==> src/logic/interpPkg.sv <==
package interpPkg;

  typedef logic [7:0] pixelT;  // unsigned intensity
  typedef logic [1:0] ringT;   // weight table holds four rings

  // diagonal sample directions, counter-clockwise from 45 degrees
  typedef enum logic [1:0] {
    angNE = 2'd0,  // 45
    angNW = 2'd1,  // 135
    angSW = 2'd2,  // 225
    angSE = 2'd3   // 315
  } angleT;

  typedef enum logic {
    seqIdle  = 1'b0,
    seqIssue = 1'b1
  } seqStateT;

  // 3x3 patch, pRC with row 0 at the top
  typedef struct packed {
    ringT  ring;
    pixelT p00;
    pixelT p01;
    pixelT p02;
    pixelT p10;
    pixelT p11;
    pixelT p12;
    pixelT p20;
    pixelT p21;
    pixelT p22;
  } patchJobT;

  typedef struct packed {
    ringT  ring;
    angleT angle;
    pixelT a;     // center
    pixelT b;     // horizontal neighbor
    pixelT c;     // vertical neighbor
    pixelT d;     // diagonal
    logic  last;  // fourth token of a job
  } sampleTokT;

  typedef struct packed {
    pixelT intensity;
    logic  zeroFrac;
    logic  last;
  } sampleResT;

endpackage

==> src/logic/bilinearInterp.sv <==
`timescale 1ns/1ps

module bilinearInterp (
  input  logic                 clk,
  input  logic                 rst,
  input  logic                 inValid,
  input  interpPkg::sampleTokT inTok,
  output logic                 inReady,
  output logic                 resValid,
  output interpPkg::sampleResT res,
  input  logic                 resReady
);
  import interpPkg::*;

  // 8.8 weights per ring, near and far side of the sample point
  localparam logic [7:0] NearTab [4] = '{8'h6A, 8'hD4, 8'h3E, 8'hA8};
  localparam logic [7:0] FarTab  [4] = '{8'h96, 8'h2C, 8'hC2, 8'h58};

  typedef struct packed {
    logic [15:0] oneMinusDx;
    logic [15:0] oneMinusDy;
    logic [15:0] dx;
    logic [15:0] dy;
  } weightT;

  weightT      wSel;
  logic [15:0] nearW;
  logic [15:0] farW;
  logic        advance;

  logic              s1Valid;
  logic              s1Last;
  logic [3:0][31:0]  s1Weight;  // a, b, c, d order
  pixelT [3:0]       s1Pix;

  logic              s2Valid;
  logic              s2Last;
  logic [3:0][31:0]  s2Term;

  logic [15:0]       sum;
  logic              sumLast;

  // one enable for every stage, so a stall freezes the whole pipe
  assign advance = !resValid || resReady;
  assign inReady = advance;

  // ~~~~~~~~~~~~~~~~~~~~~~~~~~~~~~~~~~~~~~~~~~~~~~~~~~~~~~~~~~~~~~~~~~~~~~~~
  // weight lookup by ring and angle
  // ~~~~~~~~~~~~~~~~~~~~~~~~~~~~~~~~~~~~~~~~~~~~~~~~~~~~~~~~~~~~~~~~~~~~~~~~

  assign nearW = {8'h00, NearTab[inTok.ring]};
  assign farW  = {8'h00, FarTab[inTok.ring]};

  always_comb begin
    case (inTok.angle)
      angNE: wSel = '{oneMinusDx: nearW, oneMinusDy: farW, dx: farW, dy: nearW};
      angNW: wSel = '{oneMinusDx: nearW, oneMinusDy: nearW, dx: farW, dy: farW};
      angSW: wSel = '{oneMinusDx: farW, oneMinusDy: nearW, dx: nearW, dy: farW};
      default: wSel = '{oneMinusDx: farW, oneMinusDy: farW, dx: nearW, dy: nearW};
    endcase
  end

  // ~~~~~~~~~~~~~~~~~~~~~~~~~~~~~~~~~~~~~~~~~~~~~~~~~~~~~~~~~~~~~~~~~~~~~~~~
  // three stage datapath
  // ~~~~~~~~~~~~~~~~~~~~~~~~~~~~~~~~~~~~~~~~~~~~~~~~~~~~~~~~~~~~~~~~~~~~~~~~

  always_ff @(posedge clk) begin
    if (rst) begin
      s1Valid  <= 1'b0;
      s2Valid  <= 1'b0;
      resValid <= 1'b0;
    end else if (advance) begin
      s1Valid  <= inValid;
      s2Valid  <= s1Valid;
      resValid <= s2Valid;
    end
  end

  always_ff @(posedge clk) begin
    if (advance) begin
      // stage 1, weight products
      s1Weight[0] <= wSel.oneMinusDx * wSel.oneMinusDy;
      s1Weight[1] <= wSel.dx * wSel.oneMinusDy;
      s1Weight[2] <= wSel.dy * wSel.oneMinusDx;
      s1Weight[3] <= wSel.dx * wSel.dy;
      s1Pix[0]    <= inTok.a;
      s1Pix[1]    <= inTok.b;
      s1Pix[2]    <= inTok.c;
      s1Pix[3]    <= inTok.d;
      s1Last      <= inTok.last;

      // stage 2, weighted pixels
      for (int i = 0; i < 4; i++) begin
        s2Term[i] <= s1Weight[i][23:8] * {s1Pix[i], 8'h00};
      end
      s2Last <= s1Last;

      // stage 3, sum wraps at 16 bits
      sum <= s2Term[0][23:8] + s2Term[1][23:8] + s2Term[2][23:8] + s2Term[3][23:8];
      sumLast <= s2Last;
    end
  end

  // round up only above half, carry out of the high byte is dropped
  always_comb begin
    res.intensity = (sum[7:0] > 8'h80) ? sum[15:8] + 8'd1 : sum[15:8];
    res.zeroFrac  = (sum[7:0] == 8'h00);
    res.last      = sumLast;
  end

endmodule

==> src/logic/ringInterpTop.sv <==
`timescale 1ns/1ps

module ringInterpTop #(
  parameter int FifoDepth = 4
) (
  input  logic                 clk,
  input  logic                 rst,
  input  logic                 jobValid,
  input  interpPkg::patchJobT  job,
  output logic                 jobReady,
  output logic                 resValid,
  output interpPkg::sampleResT res,
  input  logic                 resReady
);
  import interpPkg::*;

  // sequencer to fifo
  logic      tokValid;
  sampleTokT tok;
  logic      tokReady;

  // fifo to interpolator
  logic      fifoValid;
  sampleTokT fifoTok;
  logic      fifoReady;

  ringSequencer seq (
    .clk      (clk),
    .rst      (rst),
    .jobValid (jobValid),
    .job      (job),
    .jobReady (jobReady),
    .tokValid (tokValid),
    .tok      (tok),
    .tokReady (tokReady)
  );

  sampleFifo #(
    .FifoDepth (FifoDepth)
  ) fifo (
    .clk      (clk),
    .rst      (rst),
    .inValid  (tokValid),
    .inTok    (tok),
    .inReady  (tokReady),
    .outValid (fifoValid),
    .outTok   (fifoTok),
    .outReady (fifoReady)
  );

  bilinearInterp interp (
    .clk      (clk),
    .rst      (rst),
    .inValid  (fifoValid),
    .inTok    (fifoTok),
    .inReady  (fifoReady),
    .resValid (resValid),
    .res      (res),
    .resReady (resReady)
  );

endmodule

==> src/logic/ringSequencer.sv <==
`timescale 1ns/1ps

module ringSequencer (
  input  logic                 clk,
  input  logic                 rst,
  input  logic                 jobValid,
  input  interpPkg::patchJobT  job,
  output logic                 jobReady,
  output logic                 tokValid,
  output interpPkg::sampleTokT tok,
  input  logic                 tokReady
);
  import interpPkg::*;

  seqStateT state;
  angleT    angle;
  patchJobT jobReg;

  logic jobTake;
  logic tokTake;

  assign jobReady = (state == seqIdle);
  assign tokValid = (state == seqIssue);
  assign jobTake  = jobValid && jobReady;
  assign tokTake  = tokValid && tokReady;

  // ~~~~~~~~~~~~~~~~~~~~~~~~~~~~~~~~~~~~~~~~~~~~~~~~~~~~~~~~~~~~~~~~~~~~~~~~
  // job capture and angle walk
  // ~~~~~~~~~~~~~~~~~~~~~~~~~~~~~~~~~~~~~~~~~~~~~~~~~~~~~~~~~~~~~~~~~~~~~~~~

  always_ff @(posedge clk) begin
    if (jobTake) begin
      jobReg <= job;
    end
  end

  always_ff @(posedge clk) begin
    if (rst) begin
      state <= seqIdle;
      angle <= angNE;
    end else begin
      case (state)
        seqIdle: begin
          if (jobTake) begin
            state <= seqIssue;
            angle <= angNE;  // first token next cycle
          end
        end
        seqIssue: begin
          if (tokTake) begin
            if (angle == angSE) begin
              state <= seqIdle;
            end else begin
              angle <= angleT'(angle + 2'd1);
            end
          end
        end
        default: begin
          state <= seqIdle;
        end
      endcase
    end
  end

  // ~~~~~~~~~~~~~~~~~~~~~~~~~~~~~~~~~~~~~~~~~~~~~~~~~~~~~~~~~~~~~~~~~~~~~~~~
  // quad selection
  // ~~~~~~~~~~~~~~~~~~~~~~~~~~~~~~~~~~~~~~~~~~~~~~~~~~~~~~~~~~~~~~~~~~~~~~~~

  always_comb begin
    tok.ring  = jobReg.ring;
    tok.angle = angle;
    tok.a     = jobReg.p11;
    tok.last  = (angle == angSE);
    case (angle)
      angNE: begin
        tok.b = jobReg.p12;
        tok.c = jobReg.p01;
        tok.d = jobReg.p02;
      end
      angNW: begin
        tok.b = jobReg.p10;
        tok.c = jobReg.p01;
        tok.d = jobReg.p00;
      end
      angSW: begin
        tok.b = jobReg.p10;
        tok.c = jobReg.p21;
        tok.d = jobReg.p20;
      end
      default: begin  // angSE
        tok.b = jobReg.p12;
        tok.c = jobReg.p21;
        tok.d = jobReg.p22;
      end
    endcase
  end

endmodule

==> src/logic/sampleFifo.sv <==
`timescale 1ns/1ps

module sampleFifo #(
  parameter int FifoDepth = 4
) (
  input  logic                 clk,
  input  logic                 rst,
  input  logic                 inValid,
  input  interpPkg::sampleTokT inTok,
  output logic                 inReady,
  output logic                 outValid,
  output interpPkg::sampleTokT outTok,
  input  logic                 outReady
);
  import interpPkg::*;

  localparam int PtrW = $clog2(FifoDepth);
  localparam logic [PtrW:0] FullCount = (PtrW + 1)'(FifoDepth);

  sampleTokT mem [FifoDepth];

  logic [PtrW-1:0] wrPtr;
  logic [PtrW-1:0] rdPtr;
  logic [PtrW:0]   count;
  logic            push;
  logic            pop;

  assign outValid = (count != '0);
  assign outTok   = mem[rdPtr];  // head entry
  // a full buffer still takes a token when the head leaves this cycle
  assign inReady  = (count != FullCount) || outReady;
  assign push     = inValid && inReady;
  assign pop      = outValid && outReady;

  always_ff @(posedge clk) begin
    if (push) begin
      mem[wrPtr] <= inTok;
    end
  end

  // pointers wrap on their own since the depth is a power of two
  always_ff @(posedge clk) begin
    if (rst) begin
      wrPtr <= '0;
      rdPtr <= '0;
      count <= '0;
    end else begin
      if (push) begin
        wrPtr <= wrPtr + 1'b1;
      end
      if (pop) begin
        rdPtr <= rdPtr + 1'b1;
      end
      case ({push, pop})
        2'b10: begin
          count <= count + 1'b1;
        end
        2'b01: begin
          count <= count - 1'b1;
        end
        default: begin
          count <= count;  // idle or pass-through
        end
      endcase
    end
  end

endmodule

==> config.mk <==
export PLATFORM = sky130hd
export DESIGN_NAME = ringInterpTop
export DESIGN_NICKNAME = d
export VERILOG_FILES = /design/src/logic/interpPkg.sv /design/src/logic/bilinearInterp.sv /design/src/logic/ringInterpTop.sv /design/src/logic/ringSequencer.sv /design/src/logic/sampleFifo.sv
export SDC_FILE = /design/constraint.sdc
export NUM_CORES = 1
export LEC_CHECK = 0
export BUFFER_PORTS_ARGS = -buffer_cell sky130_fd_sc_hd__buf_4
export CORE_ASPECT_RATIO = 0.8
export CORE_MARGIN = 2
export CORE_UTILIZATION = 58
export DETAILED_ROUTE_END_ITERATION = 12
export GPL_TIMING_DRIVEN = 0
export PLACE_DENSITY = 0.78
export SYNTH_ARGS = -nofsm -noshare
export SYNTH_HDL_FRONTEND = slang
export SYNTH_SLANG_ARGS = --single-unit
==> constraint.sdc <==
create_clock -name clk -period 7.15 [get_ports clk]
set_clock_uncertainty 0.1 [all_clocks]
set_input_delay 0.715 -clock clk [delete_from_list [all_inputs] [get_ports clk]]
set_output_delay 0.715 -clock clk [all_outputs]
set_load 0.02 [all_outputs]
Word-level counts from Yosys, hierarchy flattened
Memories as Yosys holds them, arrays and structs flattened. A register that Yosys moved wholly into a read port is not among the register bits.
Cells that the tools add are included.
{ "classes": {"addsub": 9, "n_lt_le_gt_ge": 2, "n_eq_ne": 11, "n_mul": 8, "n_mux": 22, "bitwise_logic": 2, "n_reduce_logical": 12} }
{ "op_table": {"columns": ["operator", "count"], "rows": [
  ["case mux 56 bit (3 select lines)", 1],
  ["case mux 24 bit (3 select lines)", 1],
  ["multiplier 16 x 8 -> 16 bit", 4],
  ["adder 16 bit", 3],
  ["multiplier 16 x 16 -> 24 bit", 2],
  ["2-to-1 mux 8 bit", 5],
  ["binary-select mux 8 bit (select 2 bit)", 2],
  ["multiplier 16 x 8 -> 24 bit", 1],
  ["multiplier 8 x 16 -> 24 bit", 1],
  ["2-to-1 mux 2 bit", 5],
  ["adder 8 x 1 -> 8 bit, second input constant", 1],
  ["== test 2 bit, second input constant", 4],
  ["greater-than comparator 8 bit, second input constant", 1],
  ["logical NOT 8 bit", 1],
  ["adder 2 x 1 -> 2 bit, second input constant", 3],
  ["== test 2 x 1 -> 1 bit, second input constant", 3],
  ["case mux 3 bit (2 select lines)", 1],
  ["2-to-1 mux 1 bit", 5],
  ["logical NOT 2 bit", 2],
  ["!= test 2 bit, second input constant", 2],
  ["case mux 2 bit (2 select lines)", 1],
  ["adder 3 x 1 -> 3 bit, second input constant", 1],
  [">= comparator 3 bit, second input constant", 1],
  ["logical AND 1 bit", 3],
  ["11 further kinds", 12]
]} }
{ "word_totals": {"word_cells": 101, "n_memories": 1, "mem_bits_rw": 148, "register_bits": 298, "output_inout_bits": 12, "input_bits": 78} }
{ "memory_table": {"columns": ["name", "depth", "word_bits", "rd", "rd_clocked_by_memory_dff", "write_ports", "line", "text"], "rows": [
  ["fifo.mem", 4, 37, 1, 1, 1, "sampleFifo.sv:20", "sampleTokT mem [FifoDepth];"]
]} }

Depth between registers and ports, before layout
Gate-level depths: netlist of the first run.
{ "logic_depth": {"ltp_word": 6, "mapped_depth": 31, "ltp_nobuf": 26} }

By module
Synthesis of the first run repeated with hierarchy kept, for this count alone.
{ "unflattened": {"hier_cells": 2618, "area_unflattened_um2": 30854.6} }
{ "modules_own_cells": {"columns": ["module", "cells_each", "n_inst", "area_each_um2"], "rows": [
  ["bilinearInterp", 2212, 1, 22121.2],
  ["sampleFifo", 245, 1, 5798.1],
  ["ringSequencer", 161, 1, 2935.3]
]} }

Worst setup path after synthesis of the first run
No wires, ideal clock.
{ "synth_path": {"path_kind": "register -> register", "from": "register (tool-made name)", "to": "register interp.s1Weight[112] in the netlist's numbering (data pin)", "path_slack_ns": -0.334, "required_ns": 6.787, "t_arrival_ns": 7.121, "period_less_slack_ns": 7.484, "path_buffers": 6, "path_stages_with_launch": 30, "path_cell_list": "dfxtp_1 buf_6 mux4_2 buf_2 buf_1 buf_1 ha_1 clkbuf_1 inv_1 nand2_1 and2_1 clkbuf_1 nor2_1 fa_1 fa_1 ha_1 ha_1 inv_1 fa_1 fa_1 inv_1 ha_1 or2_2 a21oi_1 inv_1 and3_4 o21a_1 o21a_1 o41ai_4 xnor2_1"} }
{ "synth_lines": {"columns": ["item", "line", "text"], "rows": [
  ["end, declared", "bilinearInterp.sv:33", "logic [3:0][31:0] s1Weight;"]
]} }

==> run_results.csv, run 1 <==
group,metric,value,unit
worst_hold_path,min_path_type,"in2reg",
place,place_area,0.03200,mm²
worst_setup_path,crit_fanout,10,
floorplan,rows,74,
worst_setup_path,critical_path.startpoint_type,"register",
timing,hold_violations,0,
synth,netlist_area,0.03030,mm²
timing,timing.fmax,142.5,MHz
timing,finalCritPeriodShare,98.15,%
worst_setup_path,r2r_slack,130,ps
worst_setup_path,critical_path_class,"reg2reg",
worst_setup_path,endpoint_kind,"register",
timing,period_minus_slack,7018,ps
run,max_cap_violations,0,
final_layout,layout.nets,3434,
final_layout,num_antenna_cells,0,
floorplan,die_w,259.5,µm
synth,avgSynthCellArea,11.84,µm²
synth,yosys-top-cells-area,"edfxtp_1 37%, fa_1 21%, ha_1 13%",
final_layout,area_growth,11.77,%
clock_network,h-tree-depth,2,
clock_network,postCtsHoldBufs,0,
synth,synth_edf_count,377,
final_layout,stdcell_count,3438,
synth,synth_nets,3268,
final_layout,fillers,3731,
final_layout,drive_gt1_share,11.66,%
worst_setup_path,arrival,7230,ps
worst_setup_path,required,7360,ps
worst_setup_path,r2r_cells,27,
clock_network,root_buffer,"clkbuf_16",
routing,drtIter0Drc,1406,
clock_network,cts_tree,"done",
global_route,overflow,0,
floorplan,initial_utilization,59.07,%
routing,detail_route.wl_per_cell,18.17,µm
synth,yosysTopAreaCellShare,37.37,%
routing,drcViolationCount,0,
timing,slew_headroom,37.94,%
routing,vias_per_cell,5.481,
clock_network,clk_latency,560,ps
timing,tightest_slew,930.9,ps
place,place_hpwl,48.99,mm
place,io_buffer_count,89,
clock_network,cts_sinks,392,
global_route,track_usage,23.94,%
routing,routed_wirelength,62.47,mm
floorplan,die_h,208.4,µm
worst_setup_path,rr_endpoint,"interp.s1Weight[110]$_DFFE_PN_",
place,dp_cells,3340,
synth,synthDistinctLibCells,56,
synth,synthesis.instances,2560,
floorplan,core_area,0.05129,mm²
clock_network,clkTransAtPathRegs,70,ps
synth,yosys_warnings,0,
timing,setup_viol,0,
synth,synth_flop_cell,"edfxtp_1",
worst_setup_path,crit_end,"interp.s1Weight[110]$_DFFE_PN_",
routing,vias,18850,
final_layout,final_cell_area,0.03387,mm²
synth,async_reset_ff_share,0,%
synth,yosys.area.top_type,"edfxtp_1",
routing,dr.pass1.iters,7,
clock_network,cts.path.max_buffers,3,
run_status,status,"finished, final reports clean",
place,gp_congestion,0.9457,
global_route,grt_pass1_vias,19640,
routing,antenna_left,0,
global_route,grt_max_degree,104,
synth,ys_seq_area_share,38.36,%
synth,yosys_register_bits,392,
timing,finalMaxSlewViolations,0,
floorplan,io_pins,90,
floorplan,die_area,0.05409,mm²
clock_network,cts_buffers,39,
global_route,antenna_found_initial,2,
global_route,grt_pass1_wl,101.5,mm
==> synth_stat cells (21+ instances only) <==
cell / count
xnor2_1: 91
a21oi_1: 51
clkbuf_1: 48
nor3_1: 29
nand2_1: 213
edfxtp_1: 377
ha_1: 315
mux4_2: 37
inv_1: 398
nor2_1: 221
o21ai_0: 37
and2_1: 187
fa_1: 315
xor2_1: 21
==> how the worst min path moves through the flow <==
stage,startpoint,to,depth (start not counted)
floorplan,interp.s1Last$_DFFE_PN_,interp.s2Last$_DFFE_PN_,0
global route,job[33],seq.tok[26]$_DFFE_PP_,1
finish,job[8],seq.jobReg[8]$_DFFE_PP_,1
global placement,interp.s1Last$_DFFE_PN_,interp.s2Last$_DFFE_PN_,0
detailed placement,interp.s2Last$_DFFE_PN_,interp.sumLast$_DFFE_PN_,0
CTS,job[8],seq.jobReg[8]$_DFFE_PP_,1
==> layout make-up <==
cell class,instances,area (µm²),share of cell area (%)
flip-flops and latches,392,11620,34.32
plain buffers,53,325.3,0.9606
multi-input cells,1710,17190,50.77
clock inverters,23,209.0,0.6170
well taps,684,855.8,2.527
inverters,398,1505,4.445
clock buffers,46,1064,3.140
repair buffers,132,1090,3.218
==> per-stage QoR <==
step | setup TNS (ps) | util (%) | setup slack (ps) | hold WS [ps]
CTS | 0 | 65.61 | 6.611 | 199.8
global placement | -14840 | 62.07 | -1222 | 308.2
floorplan | 0 | - | 16.92 | 300.3
global route | -11.05 | 66.02 | -9.190 | 204.4
finish | 0 | 66.02 | 132.3 | 220.6
detailed placement | -16560 | 62.39 | -1319 | 306.8
==> logic make-up (layout without fill, tap and decap cells) <==
| kind of cell | count (synthesis) | count (layout) | synth area share (%) |
|---|---|---|---|
| and+or+nand+nor | 724 | 724 | 11.25 |
| adders and majority gates | 630 | 630 | 33.82 |
| buffers and inverters | 458 | 652 | 5.753 |
| DFF | 392 | 392 | 38.36 |
| AOI/OAI and AO/OA | 189 | 189 | 4.196 |
| xor gates and xnor gates | 112 | 112 | 3.238 |
| muxes | 55 | 55 | 3.382 |
==> worst max-delay path: stages, from the launching register on <==
cell       delay (ps)
dfxtp_2           320
buf_6             120
mux4_2            600
buf_8             190
ha_4              310
inv_4              60
nand2_2            70
and2_4            170
clkbuf_16         160
nor2_4             50
fa_1              570
fa_1              430
ha_1              310
ha_1              270
inv_1              50
fa_1              480
fa_1              540
inv_2              50
ha_4              210
or2_2             300
a21oi_2           140
inv_1              70
and3_4            190
o21a_1            220
o21a_2            230
buf_4             140
nor2_1            120
xnor2_1           270
==> sequential cells by signal (all words and copies together), names as in the netlist, 3 cells and up, named ones only <==
name             cells
interp.s1Weight     40
fifo.mem           148
interp.s1Pix        32
interp.s2Term       64
seq.tok             10
interp.sum          16
fifo.count           3
seq.jobReg          64
==> placed cells by master, fill, tap and decap left out, types with 5 or more instances in the layout <==
cell / netlist / routed
xor2_1: 21 / 19
edfxtp_1: 377 / 377
buf_12: 0 / 6
nand2b_1: 13 / 13
ha_1: 315 / 312
or2_2: 12 / 12
dfxtp_1: 15 / 14
clkbuf_8: 0 / 6
a21o_1: 15 / 13
buf_4: 1 / 126
nor3_1: 29 / 29
nor2b_1: 17 / 15
a21boi_0: 17 / 17
clkinv_2: 0 / 8
fa_1: 315 / 314
o21ai_0: 37 / 36
clkbuf_16: 0 / 41
a22o_1: 8 / 8
nand2_1: 213 / 211
or3_1: 5 / 5
mux2i_1: 9 / 9
mux2_2: 9 / 9
nor2_1: 221 / 211
xnor2_1: 91 / 88
nand3_1: 11 / 11
o31a_1: 7 / 7
o41ai_1: 10 / 10
and2_1: 187 / 182
inv_1: 398 / 392
and3_1: 6 / 6
nor2_2: 0 / 7
a21oi_1: 51 / 44
mux4_2: 37 / 37
a222oi_1: 8 / 8
clkbuf_1: 48 / 36
o21a_1: 12 / 11
==> per-layer routing <==
metal / vias to the layer above / track usage [%] / routed length (µm)
li1: 8784 / - / -
met1: 9359 / 34.25 / 27330
met2: 615 / 37.45 / 28880
met3: 87 / 4.995 / 4796
met4: 0 / 6.500 / 1467
met5: - / 0 / 0
==> what timing repair did <==
action                                  4_1_cts  5_1_grt
endpoints found under the setup margin       31       18
resized for setup                            55       40
setup buffers                                20       16
pin swaps                                     6       14
Power of run 1 is left out: the tool's default activity adds up to more than one toggle a clock period on the data nets, which glitch-free logic cannot reach.
==> run 2, diff against run 1 <==
--- a/config.mk
+++ b/config.mk
@@ -12,6 +12,7 @@
 export DETAILED_ROUTE_END_ITERATION = 12
 export GPL_TIMING_DRIVEN = 0
 export PLACE_DENSITY = 0.78
+export SETUP_SLACK_MARGIN = 0.5
 export SYNTH_ARGS = -nofsm -noshare
 export SYNTH_HDL_FRONTEND = slang
 export SYNTH_SLANG_ARGS = --single-unit
==> constraint.sdc (replaced) <==
create_clock -name clk -period 6.4 [get_ports clk]
set_clock_uncertainty 0.1 [all_clocks]
set_input_delay 0.64 -clock clk [delete_from_list [all_inputs] [get_ports clk]]
set_output_delay 0.64 -clock clk [all_outputs]
set_load 0.02 [all_outputs]
==> run_results.csv, run 2 (synthesized netlist as in run 1, its figures left out) <==
group,metric,value,unit
run_status,status,"complete, but fails checks",
run_status,violations,"negative setup slack",
routing,drcViolationCount,0,
worst_setup_path,r2r_slack,-630,ps
final_layout,num_antenna_cells,0,
worst_setup_path,endpoint_kind,"register",
timing,tightest_slew,946.4,ps
clock_network,cts_buffers,39,
clock_network,cts.path.max_buffers,3,
worst_setup_path,path_common_cell,"fa_1",
timing,finalCritPeriodShare,109.8,%
worst_setup_path,r2r_cells,30,
final_layout,stdcell_count,3474,
floorplan,io_pins,90,
routing,dr.pass1.iters,7,
timing,hold_violations,0,
place,gp_congestion,0.8819,
timing,slew_headroom,36.91,%
global_route,overflow,0,
clock_network,clk_latency,550,ps
clock_network,h-tree-depth,2,
final_layout,most-common-layout-cells,"384 x inv_1, 377 x edfxtp_1, 312 x fa_1, 295 x ha_1, 209 x nand2_1",
routing,routed_wirelength,65.92,mm
final_layout,largestRegisters,"fifo.mem (148), interp.s2Term (64), seq.jobReg (64)",
timing,grt_setup_unrepaired,"yes",
floorplan,core_area,0.05129,mm²
routing,drtIter0Drc,1477,
worst_setup_path,cp_slowest_cell,"mux4_2",
clock_network,cts_sinks,392,
place,io_buffer_count,89,
final_layout,drive_gt1_share,16.13,%
floorplan,die_h,208.4,µm
floorplan,die_w,259.5,µm
global_route,grt_pass1_vias,20310,
final_layout,largest_reg_flops,148,
run,max_cap_violations,0,
worst_hold_path,min_from,"job[38]",
global_route,track_usage,25.14,%
final_layout,multi_input_area,0.01793,mm²
final_layout,layout.nets,3468,
place,dp_cells,3340,
global_route,grt_pass1_wl,106.7,mm
worst_hold_path,min_path_type,"in2reg",
timing,period_minus_slack,7028,ps
final_layout,fillers,3634,
worst_setup_path,cpPeakStageDelay,560,ps
routing,vias,19260,
routing,detail_route.wl_per_cell,18.97,µm
timing,setup_viol,12,
routing,vias_per_cell,5.544,
final_layout,area_growth,15.52,%
timing,timing.fmax,142.3,MHz
worst_setup_path,rr_endpoint,"interp.s1Weight[112]$_DFFE_PN_",
worst_setup_path,crit_fanout,5,
final_layout,final_common_cell,"inv_1",
clock_network,root_buffer,"clkbuf_16",
worst_setup_path,critical_path.startpoint_type,"register",
clock_network,cts_tree,"done",
worst_hold_path,whs_path_depth,1,
worst_setup_path,critical_path_class,"reg2reg",
floorplan,rows,74,
timing,fin_tns_setup,-4681,ps
place,pre_cts_ws,-1531,ps
final_layout,largest_register,"fifo.mem",
floorplan,initial_utilization,59.07,%
global_route,antenna_found_initial,4,
worst_hold_path,min_to,"seq.tok[31]$_DFFE_PP_",
final_layout,regArea,0.01162,mm²
worst_setup_path,arrival,7230,ps
routing,antenna_left,0,
floorplan,die_area,0.05409,mm²
worst_setup_path,required,6600,ps
global_route,grt_max_degree,90,
place,place_hpwl,49.23,mm
clock_network,clkTransAtPathRegs,70,ps
timing,finalMaxSlewViolations,0,
timing,fin_ws,-628.4,ps
==> run 2: cell count changes in the layout (fill, tap and decap cells not counted), moves of 9 or more <==
cell,previous run,this run
ha_1,312,295
nor2_1,211,195
buf_4,126,144
a21oi_1,44,32
ha_4,3,18
buf_6,4,13
==> run 2: how the worst max path moves through the flow <==
stage	cells past startpoint	endpoint	slack, ps	start
after floorplan	28	interp.s1Weight[112]$_DFFE_PN_	-420	register
after global placement	26	interp.s1Weight[112]$_DFFE_PN_	-1450	register
after detailed placement	25	interp.s1Weight[112]$_DFFE_PN_	-1530	register
after CTS	30	interp.s1Weight[112]$_DFFE_PN_	-470	register
after global routing	30	interp.s1Weight[112]$_DFFE_PN_	-770	register
final	30	interp.s1Weight[112]$_DFFE_PN_	-630	register
==> run 2: metal layers <==
layer	GRT usage, %	wire [µm]	up-vias
met5	0	0	-
met4	6.342	1646	0
met3	3.618	4197	93
met2	40.59	31450	602
met1	36.16	28620	9709
li1	-	-	8857
==> run 2: critical path, delay by kind of cell, from the launching register on <==
kind            cells  cell delay [ps]
fa+ha+maj           8             2970
buf+inv            11             1250
compound gates      4              820
simple gates        5              650
mux                 1              560
flops               1              340
xor+xnor            1               60
==> run 2: what timing repair did <==
item                                    in CTS  in global routing
pin swaps                                   43                 26
gates resized for setup                    123                 94
hold buffers                                 0                  0
setup buffers                               47                 16
endpoints found under the setup margin      40                 39
==> run 2: layout make-up <==
class / instances / share of cell area, %
Inverter: 398 / 4.340
Sequential cell: 392 / 33.21
Timing Repair Buffer: 159 / 3.865
Clock buffer: 52 / 3.042
Tap cell: 684 / 2.445
Multi-Input combinational cell: 1710 / 51.22
Clock inverter: 19 / 0.6649
Buffer: 60 / 1.216
==> run 2: stage by stage <==
| step | util, % | hold WS, ps | instance area, µm² |
|---|---|---|---|
| CTS | 67.07 | 144.6 | 34400 |
| detailed placement | 62.73 | 305.1 | 32170 |
| global route | 68.23 | 137.9 | 35000 |
| floorplan | - | 300.3 | 30480 |
| finish | 68.23 | 163.7 | 35000 |
| global placement | 62.39 | 308.0 | 32000 |
Power of run 2 is left out for the same reason.
